==> config.mk <==
export PLATFORM = sky130hd
export DESIGN_NAME = autotest_top
export DESIGN_NICKNAME = d
export VERILOG_FILES = /design/src/hdl/sd_pkg.sv /design/src/hdl/uut_pkg.sv /design/src/hdl/field_capture.sv /design/src/hdl/block_decoder.sv /design/src/hdl/test_runner.sv /design/src/hdl/result_writer.sv /design/src/hdl/sd_sequencer.sv /design/src/hdl/autotest_top.sv
export SDC_FILE = /design/constraint.sdc
export NUM_CORES = 1
export LEC_CHECK = 0
export ABC_CLOCK_PERIOD_IN_PS = 5250
export BUFFER_PORTS_ARGS = -buffer_cell sky130_fd_sc_hd__buf_2
export CAP_MARGIN = 10
export CORE_MARGIN = 10
export CORE_UTILIZATION = 35
export CTS_BUF_LIST = sky130_fd_sc_hd__clkbuf_4
export DETAILED_ROUTE_END_ITERATION = 8
export MAX_ROUTING_LAYER = met4
export PLACE_DENSITY_LB_ADDON = 0.25
export SLEW_MARGIN = 20
export SYNTH_ARGS = -nofsm -noshare
export SYNTH_HDL_FRONTEND = slang
export SYNTH_HIERARCHICAL = 1
export SYNTH_SLANG_ARGS = --single-unit
==> constraint.sdc <==
create_clock -name clk -period 5.25 [get_ports clk]
set_input_delay 0.2625 -clock clk [delete_from_list [all_inputs] [get_ports clk]]
set_output_delay 0.2625 -clock clk [all_outputs]
set_load 0.02 [all_outputs]
==> src/hdl/sd_pkg.sv <==
`default_nettype none

package sd_pkg;

  typedef logic [7:0] byte_t;
  typedef logic [9:0] byte_idx_t;
  typedef logic [31:0] block_addr_t;

  localparam int block_bytes = 512;
  localparam block_addr_t start_block = 32'h0010_0000;

  // big-endian marker at the head of every test block
  localparam int sig_bytes = 4;
  typedef logic [sig_bytes*8-1:0] sig_t;
  localparam sig_t signature = 32'hAABB_CCDD;

  // unused bytes of the result block
  localparam byte_t fill_byte = 8'hFF;

endpackage

`default_nettype wire

==> src/hdl/uut_pkg.sv <==
`default_nettype none

package uut_pkg;

  localparam int operand1_w = 32;
  localparam int operand2_w = 32;
  localparam int result_w = 32;

  typedef logic [operand1_w-1:0] operand1_t;
  typedef logic [operand2_w-1:0] operand2_t;
  typedef logic [result_w-1:0] result_t;
  typedef logic [63:0] cycle_count_t;

  localparam cycle_count_t default_timeout = 64'h1000_0000;

  // read block, fields follow the signature
  localparam int op1_offset = 4;
  localparam int op2_offset = op1_offset + operand1_w / 8;
  localparam int exp_offset = op2_offset + operand2_w / 8;

  // result block
  localparam int cycles_offset = result_w / 8;
  localparam int status_offset = cycles_offset + 8;

endpackage

`default_nettype wire

==> src/hdl/field_capture.sv <==
`timescale 1ns/1ps
`default_nettype none

module field_capture #(
  parameter int width_bytes = 4,
  parameter bit msb_first = 1'b0
) (
  input  wire logic                     clk,
  input  wire logic                     rst,
  input  wire logic                     clear_i,
  input  wire logic                     we_i,
  input  wire logic [width_bytes-1:0]   byte_sel_i,
  input  wire sd_pkg::byte_t            data_i,
  output logic [width_bytes*8-1:0]      field_o
);
  import sd_pkg::*;

  // stream byte k lands in lane k, mirrored for big-endian fields
  always_ff @(posedge clk) begin
    if (rst || clear_i) begin
      field_o <= '0;
    end else if (we_i) begin
      for (int k = 0; k < width_bytes; k++) begin
        if (byte_sel_i[k]) begin
          field_o[(msb_first ? width_bytes - 1 - k : k)*$bits(byte_t) +: $bits(byte_t)]
            <= data_i;
        end
      end
    end
  end

endmodule

`default_nettype wire

==> src/hdl/block_decoder.sv <==
`timescale 1ns/1ps
`default_nettype none

module block_decoder (
  input  wire logic              clk,
  input  wire logic              rst,
  input  wire logic              clear_i,
  input  wire logic              byte_valid_i,
  input  wire sd_pkg::byte_idx_t byte_idx_i,
  input  wire sd_pkg::byte_t     data_i,
  output uut_pkg::operand1_t     op1_o,
  output uut_pkg::operand2_t     op2_o,
  output uut_pkg::result_t       expected_o,
  output logic                   sig_ok_o
);
  import sd_pkg::*;
  import uut_pkg::*;

  logic [sig_bytes-1:0]    sig_sel;
  logic [operand1_w/8-1:0] op1_sel;
  logic [operand2_w/8-1:0] op2_sel;
  logic [result_w/8-1:0]   exp_sel;
  sig_t                    sig_q;

  // one lane select per field byte, taken from the layout offsets
  always_comb begin
    for (int k = 0; k < sig_bytes; k++) begin
      sig_sel[k] = (int'(byte_idx_i) == k);
    end
    for (int k = 0; k < operand1_w / 8; k++) begin
      op1_sel[k] = (int'(byte_idx_i) == op1_offset + k);
    end
    for (int k = 0; k < operand2_w / 8; k++) begin
      op2_sel[k] = (int'(byte_idx_i) == op2_offset + k);
    end
    for (int k = 0; k < result_w / 8; k++) begin
      exp_sel[k] = (int'(byte_idx_i) == exp_offset + k);
    end
  end

  field_capture #(.width_bytes(sig_bytes), .msb_first(1'b1)) i_sig (
    .clk(clk), .rst(rst), .clear_i(clear_i), .we_i(byte_valid_i),
    .byte_sel_i(sig_sel), .data_i(data_i), .field_o(sig_q)
  );

  field_capture #(.width_bytes(operand1_w / 8), .msb_first(1'b0)) i_op1 (
    .clk(clk), .rst(rst), .clear_i(clear_i), .we_i(byte_valid_i),
    .byte_sel_i(op1_sel), .data_i(data_i), .field_o(op1_o)
  );

  field_capture #(.width_bytes(operand2_w / 8), .msb_first(1'b0)) i_op2 (
    .clk(clk), .rst(rst), .clear_i(clear_i), .we_i(byte_valid_i),
    .byte_sel_i(op2_sel), .data_i(data_i), .field_o(op2_o)
  );

  field_capture #(.width_bytes(result_w / 8), .msb_first(1'b0)) i_exp (
    .clk(clk), .rst(rst), .clear_i(clear_i), .we_i(byte_valid_i),
    .byte_sel_i(exp_sel), .data_i(data_i), .field_o(expected_o)
  );

  assign sig_ok_o = (sig_q == signature);

endmodule

`default_nettype wire

==> src/hdl/test_runner.sv <==
`timescale 1ns/1ps
`default_nettype none

module test_runner #(
  parameter uut_pkg::cycle_count_t timeout_cycles = uut_pkg::default_timeout
) (
  input  wire logic             clk,
  input  wire logic             rst,
  input  wire logic             start_i,
  input  wire logic             end_uut_i,
  input  wire logic             err_uut_i,
  input  wire uut_pkg::result_t uut_result_i,
  output logic                  rst_uut_o,
  output logic                  done_o,
  output uut_pkg::cycle_count_t cycles_o,
  output uut_pkg::result_t      result_o,
  output logic                  err_o,
  output logic                  timeout_o
);
  import uut_pkg::*;

  logic         running;
  logic         finish;
  cycle_count_t count;

  assign finish = running && (end_uut_i || err_uut_i || count == timeout_cycles);

  always_ff @(posedge clk) begin
    if (rst) begin
      running   <= 1'b0;
      rst_uut_o <= 1'b1;
      done_o    <= 1'b0;
      err_o     <= 1'b0;
      timeout_o <= 1'b0;
      count     <= '0;
    end else begin
      done_o <= finish;
      if (start_i) begin
        running   <= 1'b1;
        rst_uut_o <= 1'b0;
        count     <= '0;
      end else if (finish) begin
        running   <= 1'b0;
        rst_uut_o <= 1'b1;
        err_o     <= err_uut_i;
        // end or error win over a timeout in the same cycle
        timeout_o <= !(end_uut_i || err_uut_i);
      end else if (running) begin
        count <= count + 1'b1;
      end
    end
  end

  always_ff @(posedge clk) begin
    if (finish) begin
      result_o <= uut_result_i;
      cycles_o <= count;
    end
  end

endmodule

`default_nettype wire

==> src/hdl/result_writer.sv <==
`timescale 1ns/1ps
`default_nettype none

module result_writer (
  input  wire logic                  clk,
  input  wire logic                  rst,
  input  wire logic                  compare_i,
  input  wire sd_pkg::byte_idx_t     byte_idx_i,
  input  wire uut_pkg::result_t      result_i,
  input  wire uut_pkg::result_t      expected_i,
  input  wire uut_pkg::cycle_count_t cycles_i,
  input  wire logic                  uut_err_i,
  input  wire logic                  timeout_i,
  output sd_pkg::byte_t              wr_byte_o,
  output logic [31:0]                error_count_o
);
  import sd_pkg::*;
  import uut_pkg::*;

  logic  mismatch;
  byte_t status_q;
  int    idx;

  assign mismatch = (result_i != expected_i);
  assign idx = int'(byte_idx_i);

  // status: bit 0 mismatch, bit 1 uut error, bit 2 timeout
  always_ff @(posedge clk) begin
    if (rst) begin
      status_q      <= '0;
      error_count_o <= '0;
    end else if (compare_i) begin
      status_q <= {5'b0, timeout_i, uut_err_i, mismatch};
      if (mismatch || uut_err_i) begin
        error_count_o <= error_count_o + 32'd1;
      end
    end
  end

  // result block, little-endian fields then fill
  always_comb begin
    if (idx < cycles_offset) begin
      wr_byte_o = result_i[idx*8 +: 8];
    end else if (idx < status_offset) begin
      wr_byte_o = cycles_i[(idx - cycles_offset)*8 +: 8];
    end else if (idx == status_offset) begin
      wr_byte_o = status_q;
    end else begin
      wr_byte_o = fill_byte;
    end
  end

endmodule

`default_nettype wire

==> src/hdl/sd_sequencer.sv <==
`timescale 1ns/1ps
`default_nettype none

module sd_sequencer (
  input  wire logic          clk,
  input  wire logic          rst,
  input  wire logic          spi_busy_i,
  output logic               spi_rst_o,
  output logic               spi_r_block_o,
  output logic               spi_r_byte_o,
  output logic               spi_w_block_o,
  output logic               spi_w_byte_o,
  output sd_pkg::byte_t      spi_data_in_o,
  output sd_pkg::block_addr_t spi_block_addr_o,
  input  wire sd_pkg::byte_t wr_byte_i,
  output logic               byte_valid_o,
  output sd_pkg::byte_idx_t  byte_idx_o,
  output logic               clear_o,
  output logic               run_start_o,
  input  wire logic          run_done_i,
  output logic               compare_o,
  input  wire logic          sig_ok_i,
  output logic               done_o
);
  import sd_pkg::*;

  typedef enum logic [4:0] {
    s_rst_host, s_rst_wait, s_idle,
    s_rd_block, s_rd_block_wait, s_rd_byte, s_rd_byte_wait,
    s_check, s_run, s_compare,
    s_wr_block, s_wr_block_wait, s_wr_load, s_wr_byte, s_wr_byte_wait,
    s_next, s_stop
  } state_t;

  state_t state;
  state_t next_state;
  logic   last_byte;
  logic   byte_step;

  assign last_byte = (byte_idx_o == byte_idx_t'(block_bytes - 1));

  always_comb begin
    next_state    = state;
    spi_rst_o     = 1'b0;
    spi_r_block_o = 1'b0;
    spi_r_byte_o  = 1'b0;
    spi_w_block_o = 1'b0;
    spi_w_byte_o  = 1'b0;
    byte_valid_o  = 1'b0;
    byte_step     = 1'b0;
    clear_o       = 1'b0;
    run_start_o   = 1'b0;
    compare_o     = 1'b0;
    done_o        = 1'b0;
    case (state)
      s_rst_host: begin
        spi_rst_o = 1'b1;
        if (spi_busy_i) next_state = s_rst_wait;
      end
      s_rst_wait: if (!spi_busy_i) next_state = s_idle;
      s_idle: begin
        clear_o = 1'b1;
        if (!spi_busy_i) next_state = s_rd_block;
      end
      s_rd_block: begin
        spi_r_block_o = 1'b1;
        if (spi_busy_i) next_state = s_rd_block_wait;
      end
      s_rd_block_wait: begin
        spi_r_block_o = 1'b1;
        if (!spi_busy_i) next_state = s_rd_byte;
      end
      s_rd_byte: begin
        spi_r_block_o = 1'b1;
        spi_r_byte_o  = 1'b1;
        if (spi_busy_i) next_state = s_rd_byte_wait;
      end
      s_rd_byte_wait: begin
        spi_r_block_o = 1'b1;
        // busy falling, data_out holds the byte this cycle
        if (!spi_busy_i) begin
          byte_valid_o = 1'b1;
          byte_step    = !last_byte;
          next_state   = last_byte ? s_check : s_rd_byte;
        end
      end
      s_check: begin
        run_start_o = sig_ok_i;
        next_state  = sig_ok_i ? s_run : s_stop;
      end
      s_run: if (run_done_i) next_state = s_compare;
      s_compare: begin
        compare_o  = 1'b1;
        next_state = s_wr_block;
      end
      s_wr_block: begin
        spi_w_block_o = 1'b1;
        if (spi_busy_i) next_state = s_wr_block_wait;
      end
      s_wr_block_wait: begin
        spi_w_block_o = 1'b1;
        if (!spi_busy_i) next_state = s_wr_load;
      end
      s_wr_load: begin
        spi_w_block_o = 1'b1;
        next_state    = s_wr_byte;
      end
      s_wr_byte: begin
        spi_w_block_o = 1'b1;
        spi_w_byte_o  = 1'b1;
        if (spi_busy_i) next_state = s_wr_byte_wait;
      end
      s_wr_byte_wait: begin
        spi_w_block_o = 1'b1;
        if (!spi_busy_i) begin
          byte_step  = !last_byte;
          next_state = last_byte ? s_next : s_wr_load;
        end
      end
      s_next: next_state = s_idle;
      s_stop: done_o = 1'b1;
      default: next_state = s_rst_host;
    endcase
  end

  always_ff @(posedge clk) begin
    if (rst) begin
      state            <= s_rst_host;
      byte_idx_o       <= '0;
      spi_block_addr_o <= start_block;
    end else begin
      state <= next_state;
      if (state == s_idle || state == s_compare) begin
        byte_idx_o <= '0;
      end else if (byte_step) begin
        byte_idx_o <= byte_idx_o + 1'b1;
      end
      if (state == s_next) begin
        spi_block_addr_o <= spi_block_addr_o + 1'b1;
      end
    end
  end

  // held from the byte strobe until busy falls
  always_ff @(posedge clk) begin
    if (state == s_wr_load) begin
      spi_data_in_o <= wr_byte_i;
    end
  end

endmodule

`default_nettype wire

==> src/hdl/autotest_top.sv <==
`timescale 1ns/1ps
`default_nettype none

module autotest_top #(
  parameter uut_pkg::cycle_count_t timeout_cycles = uut_pkg::default_timeout
) (
  input  wire logic               clk,
  input  wire logic               rst,
  input  wire logic               spi_busy_i,
  input  wire sd_pkg::byte_t      spi_data_out_i,
  output sd_pkg::block_addr_t     spi_block_addr_o,
  output logic                    spi_r_block_o,
  output logic                    spi_r_byte_o,
  output logic                    spi_rst_o,
  output sd_pkg::byte_t           spi_data_in_o,
  output logic                    spi_w_block_o,
  output logic                    spi_w_byte_o,
  output logic                    rst_uut_o,
  input  wire logic               end_uut_i,
  input  wire logic               err_uut_i,
  output uut_pkg::operand1_t      input_1_o,
  output uut_pkg::operand2_t      input_2_o,
  input  wire uut_pkg::result_t   output_uut_i,
  output logic [31:0]             error_count_o,
  output logic                    done_o
);
  import sd_pkg::*;
  import uut_pkg::*;

  logic         byte_valid;
  byte_idx_t    byte_idx;
  logic         clear;
  logic         sig_ok;
  logic         run_start;
  logic         run_done;
  logic         compare_stb;
  byte_t        wr_byte;
  result_t      expected;
  result_t      run_result;
  cycle_count_t run_cycles;
  logic         run_err;
  logic         run_timeout;

  sd_sequencer i_sequencer (
    .clk(clk), .rst(rst), .spi_busy_i(spi_busy_i),
    .spi_rst_o(spi_rst_o), .spi_r_block_o(spi_r_block_o), .spi_r_byte_o(spi_r_byte_o),
    .spi_w_block_o(spi_w_block_o), .spi_w_byte_o(spi_w_byte_o),
    .spi_data_in_o(spi_data_in_o), .spi_block_addr_o(spi_block_addr_o),
    .wr_byte_i(wr_byte), .byte_valid_o(byte_valid), .byte_idx_o(byte_idx),
    .clear_o(clear), .run_start_o(run_start), .run_done_i(run_done),
    .compare_o(compare_stb), .sig_ok_i(sig_ok), .done_o(done_o)
  );

  block_decoder i_decoder (
    .clk(clk), .rst(rst), .clear_i(clear), .byte_valid_i(byte_valid),
    .byte_idx_i(byte_idx), .data_i(spi_data_out_i),
    .op1_o(input_1_o), .op2_o(input_2_o), .expected_o(expected), .sig_ok_o(sig_ok)
  );

  test_runner #(.timeout_cycles(timeout_cycles)) i_runner (
    .clk(clk), .rst(rst), .start_i(run_start),
    .end_uut_i(end_uut_i), .err_uut_i(err_uut_i), .uut_result_i(output_uut_i),
    .rst_uut_o(rst_uut_o), .done_o(run_done), .cycles_o(run_cycles),
    .result_o(run_result), .err_o(run_err), .timeout_o(run_timeout)
  );

  result_writer i_writer (
    .clk(clk), .rst(rst), .compare_i(compare_stb), .byte_idx_i(byte_idx),
    .result_i(run_result), .expected_i(expected), .cycles_i(run_cycles),
    .uut_err_i(run_err), .timeout_i(run_timeout),
    .wr_byte_o(wr_byte), .error_count_o(error_count_o)
  );

endmodule

`default_nettype wire

# Word level (Yosys, flattened, before mapping)
# Cells that the tools add are included.
classes:
  add_sub_neg: 5
  multipliers: 0
  n_div: 0
  n_lt_le_gt_ge: 2
  n_eq_ne: 47
  n_shift: 2
  mux: 36
  n_bitwise: 3
  reduce_logical: 36
op_table:
  columns: ["op", "count"]
  rows:
  - ["$pmux W5 S17", 1]
  - ["$eq A10 B5 Y1 const B", 8]
  - ["$mux W5", 13]
  - ["$add A32 B1 Y32 const B", 2]
  - ["$add A64 B1 Y64 const B", 1]
  - ["$eq A64 B29 Y1 const B", 1]
  - ["$shiftx A64 B32 Y8", 1]
  - ["$eq A10 B4 Y1 const B", 4]
  - ["$eq A5 B4 Y1 const B", 8]
  - ["$reduce_and A2 Y1", 19]
  - ["$eq A32 B32 Y1 const B", 1]
  - ["$ne A32 B32 Y1", 1]
  - ["$shiftx A32 B14 Y8", 1]
  - ["$mux W8", 3]
  - ["$ne A2 B2 Y1 const B", 11]
  - ["$eq A10 B3 Y1 const B", 2]
  - ["$eq A5 B3 Y1 const B", 4]
  - ["$mux W1", 17]
  - ["$reduce_and A13 Y1", 1]
  - ["$sub A10 B3 Y11 const B", 1]
  - ["$add A10 B1 Y10 const B", 1]
  - ["$eq A10 B2 Y1 const B", 1]
  - ["$eq A10 B9 Y1 const B", 1]
  - ["$eq A5 B2 Y1 const B", 2]
  - ["16 further kinds", 26]
totals:
  regBits: 383
  latch_bits: 0
  mem_bits_rw: 0
  romBits: 0
  inputBits: 45
  output_inout_bits: 143
  elab_cells: 161
  memories: 0

# Logic depth before layout (Yosys ltp)
logic_depth:
  depth_word: 5
  mapped_depth: 11
  mapped_depth_nobuf: 9

# Cells and area by module
# The synthesis kept the hierarchy.
modules_own_cells:
  columns: ["mod", "n_inst", "cells_each", "area_per_inst_um2", "seq_area_each_um2"]
  rows:
  - ["test_runner", 1, 538, 6468.7, 4264.1]
  - ["field_capture", 4, 148, 1562.7, 640.6]
  - ["result_writer", 1, 333, 3021.6, 700.7]
  - ["sd_sequencer", 1, 317, 2922.8, 1181.1]
  - ["block_decoder", 1, 37, 229.0, 0.0]

# Worst setup path after synthesis
# OpenSTA, ideal clock, no wires.
synth_path:
  path_kind: "register to register"
  from: "reg i_runner.count[0]"
  to: "reg i_runner.cycles_o[0] (enable)"
  setup_time_ns: 0.464
  arrival_time_ns: 3.842
  required_time_ns: 4.786
  path_slack_ns: 0.944
  stages_incl_launch_ff: 8
  path_buffers: 1
  period_less_slack_ns: 4.306
  cell_sequence: "dfxtp_1 inv_1 ha_1 nor4b_1 nand4_1 nor4_4 buf_2 o21a_1"
synth_between:
  elab_chain_len: 3
synth_lines:
  columns: ["item", "line", "source"]
  rows:
  - ["start, declared", "test_runner.sv:24", "cycle_count_t count;"]
  - ["start signal, assigned", "test_runner.sv:49", "count <= count + 1'b1;"]
  - ["$eq A64 B29 Y1", "test_runner.sv:26", "assign finish = running && (end_uut_i || err_uut_i || count == timeout_cycles);"]
  - ["$logic_or A1 B1 Y1", "test_runner.sv:26", null]
  - ["$logic_and A1 B1 Y1", "test_runner.sv:26", null]
  - ["net i_runner.finish", "test_runner.sv:23", "logic finish;"]
  - ["end signal, assigned", "test_runner.sv:57", "cycles_o <= count;"]
  - ["end, declared", "test_runner.sv:15", "output uut_pkg::cycle_count_t cycles_o,"]
# The timed path passes the listed nets, and every way through them passes these cells.
# A chain may end at the register's enable or synchronous reset.

# Worst setup path in the final report
layout_path:
  from: "reg i_decoder.i_sig.field_o[31]"
  to: "reg i_runner.count[22]"
layout_between:
  elab_chain_len: 3
layout_lines:
  columns: ["item", "line", "source"]
  rows:
  - ["start, declared", "field_capture.sv:14", "output logic [width_bytes*8-1:0] field_o"]
  - ["start signal, assigned", "field_capture.sv:21", "field_o <= '0;"]
  - ["$eq A32 B32 Y1", "block_decoder.sv:61", "assign sig_ok_o = (sig_q == signature);"]
  - ["net sig_ok", "autotest_top.sv:33", "logic sig_ok;"]
  - ["$mux W1", "sd_sequencer.sv:55", "case (state)"]
  - ["net run_start", "autotest_top.sv:34", "logic run_start;"]
  - ["$reduce_or A2 Y1 (no line)", null, null]
# The timed path passes the listed nets, and every way through them passes these cells.

==> results_dict.tcl <==
set metrics [dict create \
    clockBufferDepth 3 \
    fin_cells 2826 \
    via_count 14853 \
    syn_area_um2 18900 \
    drtIter0Drc 1007 \
    syn_to_final_growth_pct 15.6 \
    maxCapViolCount 0 \
    avgSynthCellArea_um2 10.4 \
    yosysWarningCount 6 \
    place_inst 2580 \
    synthArstFlopShare_pct 0 \
    clkTransAtPathRegs_ns 0.07 \
    critPathSlowestCell "or2_2" \
    dieHeight_um 252 \
    fin_crit_ns 3.28 \
    cts_tree "yes" \
    post_drt_via_cell_ratio 5.26 \
    grt_pass1_wl_mm 84.9 \
    nFillCells 5238 \
    synth.top_cell.area_share_pct 29.6 \
    cts.sinks 383 \
    crit_cells 10 \
    drv_slew 0 \
    whs_path_depth 5 \
    die_w_um 252 \
    path_class "flop to flop" \
    critPathTopFamily "simple AND/OR/NAND/NOR gates" \
    final_area_um2 21800 \
    drive_above_1_share_pct 28.9 \
    antenna_found_initial 2 \
    post-route-period-util_pct 62.5 \
    max-vdd-ir-drop_v 0.000113 \
    layout_commonest_cell "dfxtp_1" \
    setup_viol 0 \
    clock_tree.root_cell "clkbuf_4" \
    place_congestion 0.851 \
    synth_nets 1869 \
    portBuffers 187 \
    slew_headroom_pct 21.9 \
    ys_seq_area_share_pct 46.1 \
    crit_required_ns 5.96 \
    power.density_nw_per_um2 287 \
    ios 188 \
    cts_made_buffers 108 \
    ys_ff_latch 383 \
    leakage_uw 0.00789 \
    drc 0 \
    power_uw 6260 \
    max_stage_delay_ns 0.66 \
    cp-start-kind "flop" \
    final_antenna_net_count 0 \
    path_common_cell "buf_4" \
    insertion_delay_ns 0.84 \
    final_hold_viol_count 0 \
    worstRegToRegCells 10 \
    grt_max_degree 257 \
    synth_top_flop_cell "dfxtp_1" \
    start_util_pct 35.2 \
    rows 85 \
    htreeDepth 3 \
    end_kind "flop" \
    cp_data_arrival_time_ns 3.99 \
    worst_pin_slew_ns 1.17 \
    max_freq_mhz 305 \
    worstPathMaxFanout 42 \
    synthTopCellsByArea "dfxtp_1 30%, edfxtp_1 17%, a21bo_1 5.9%" \
    status "finished, final reports clean" \
    dp_hpwl_mm 35.3 \
    nNetsFinal 2091 \
    rsz0062_at_grt "false" \
    dieArea_um2 63700 \
    setup_tns_ns 0 \
    overflow 0 \
    path_buf_inv 2 \
    worst_clock_skew_ns 0.0568 \
    core-area_um2 53600 \
    synth_area_leader_cell "dfxtp_1" \
    grt_pass1_vias 14773 \
    synth_cells 1817 \
    layout_common_cells "278 x dfxtp_1, 186 x buf_2, 184 x nand3_1, 176 x clkbuf_4, 144 x nor2_1" \
    path_cells "nor4bb_1, nand4_1, nor4_1, nand3_1, nor3_1, buf_4, or2_2, buf_4, or4_1, nand2_1" \
    place_area_um2 19900 \
    routedWlPerCell_um 18.9 \
    synthDistinctLibCells 74 \
    synth_edf_count 104 \
    wl_mm 53.5 \
    grt_use_total_pct 17.1 \
    min_path_type "primary input to flop" \
    first_pass_iters 5 \
]
==> power breakdown <==
part	switching (uW)	internal, uW	total [uW]	leakage [uW]
logic	255	99.3	354	0.00369
registers	31.7	3030	3060	0.00333
clock network	1290	1550	2850	0.000864
total	1580	4680	6260	0.00789
==> sequential cells by signal (all words and copies together), names as in the netlist <==
signal / count
i_runner/count: 64
i_runner/cycles_o: 64
i_decoder/i_exp/field_o: 32
i_decoder/i_op1/field_o: 32
i_decoder/i_op2/field_o: 32
i_decoder/i_sig/field_o: 32
i_runner/result_o: 32
i_sequencer/spi_block_addr_o: 32
i_writer/error_count_o: 32
i_sequencer/byte_idx_o: 10
i_sequencer/spi_data_in_o: 8
i_sequencer/state: 5
i_writer/status_q: 3
i_runner/done_o: 1
i_runner/err_o: 1
i_runner/rst_uut_o: 1
i_runner/running: 1
i_runner/timeout_o: 1
==> final cells by class <==
cell class | instances | area, um^2 | area share, %
multi-input combinational | 1270 | 9180 | 42.0
sequential | 383 | 8710 | 39.9
timing repair buffer | 251 | 1550 | 7.07
clock buffer | 176 | 1320 | 6.05
tap | 696 | 871 | 3.99
clock inverter | 23 | 119 | 0.544
inverter | 25 | 93.8 | 0.430
antenna | 2 | 5.00 | 0.0229
==> cell families after synthesis <==
kind of cell	Yosys count	share of synthesized area, %
mux	43	3.95
compound gates	383	16.8
simple gates	723	21.9
fa+ha+maj	7	0.464
buf+inv	164	5.56
xor+xnor	114	5.28
flops	383	46.1
==> worst reg2reg max path, stage by stage (launching register included) <==
cell	delay [ns]
dfxtp_1	0.33
nor4bb_1	0.28
nand4_1	0.14
nor4_1	0.55
nand3_1	0.18
nor3_1	0.20
buf_4	0.20
or2_2	0.66
buf_4	0.43
or4_1	0.16
nand2_1	0.05
==> layer usage <==
layer	vias up	part of all wire, %	global-route usage [%]
li1	7178	-	-
met1	7207	45	21.8
met2	389	46	25.9
met3	79	6.8	4.44
met4	0	1.8	5.78
met5	-	0	-
==> through the flow <==
step,setup slack (ns),hold WS [ns],utilization [%]
6_report,1.97,0.101,40.8
5_1_grt,1.56,0.0833,40.8
4_1_cts,1.88,0.0181,40.7
3_5_place_dp,1.92,0.441,37.2
3_3_place_gp,1.97,0.440,37.2
2_1_floorplan,0.944,0.334,-
==> Yosys cell counts (23+ instances only) <==
cell type,instances
buf_6,45
nand3_1,184
a21oi_2,120
nand4_1,42
a21oi_1,55
dfxtp_1,279
xor2_1,47
a21bo_1,112
xnor2_1,67
inv_1,24
clkbuf_1,38
o21ai_0,23
nand2_1,82
buf_2,38
nor2_1,152
nor4_1,42
nor3_1,56
mux4_2,24
edfxtp_1,104
==> path summary, 6_finish.rpt <==
| check | start | to | slack [ns] |
|---|---|---|---|
| max | i_decoder/i_sig/field_o[31] | i_runner/count[22] | 1.97 |
| max reg2reg | i_decoder/i_sig/field_o[31] | i_runner/count[22] | 1.97 |
| min | end_uut_i | i_runner/count[13] | 0.10 |
| min reg2reg | i_writer/status_q[1] | i_writer/status_q[1] | 0.50 |
==> repair_timing <==
| action | in CTS | in global routing |
|---|---|---|
| hold buffers | 44 | 0 |
| endpoints found under the setup margin | 0 | 0 |
| resized for setup | 0 | 0 |
| buffers inserted | 0 | 0 |
| endpoints found under the hold margin | 205 | 0 |
No activity file was read; power rests on OpenSTA's default activity.
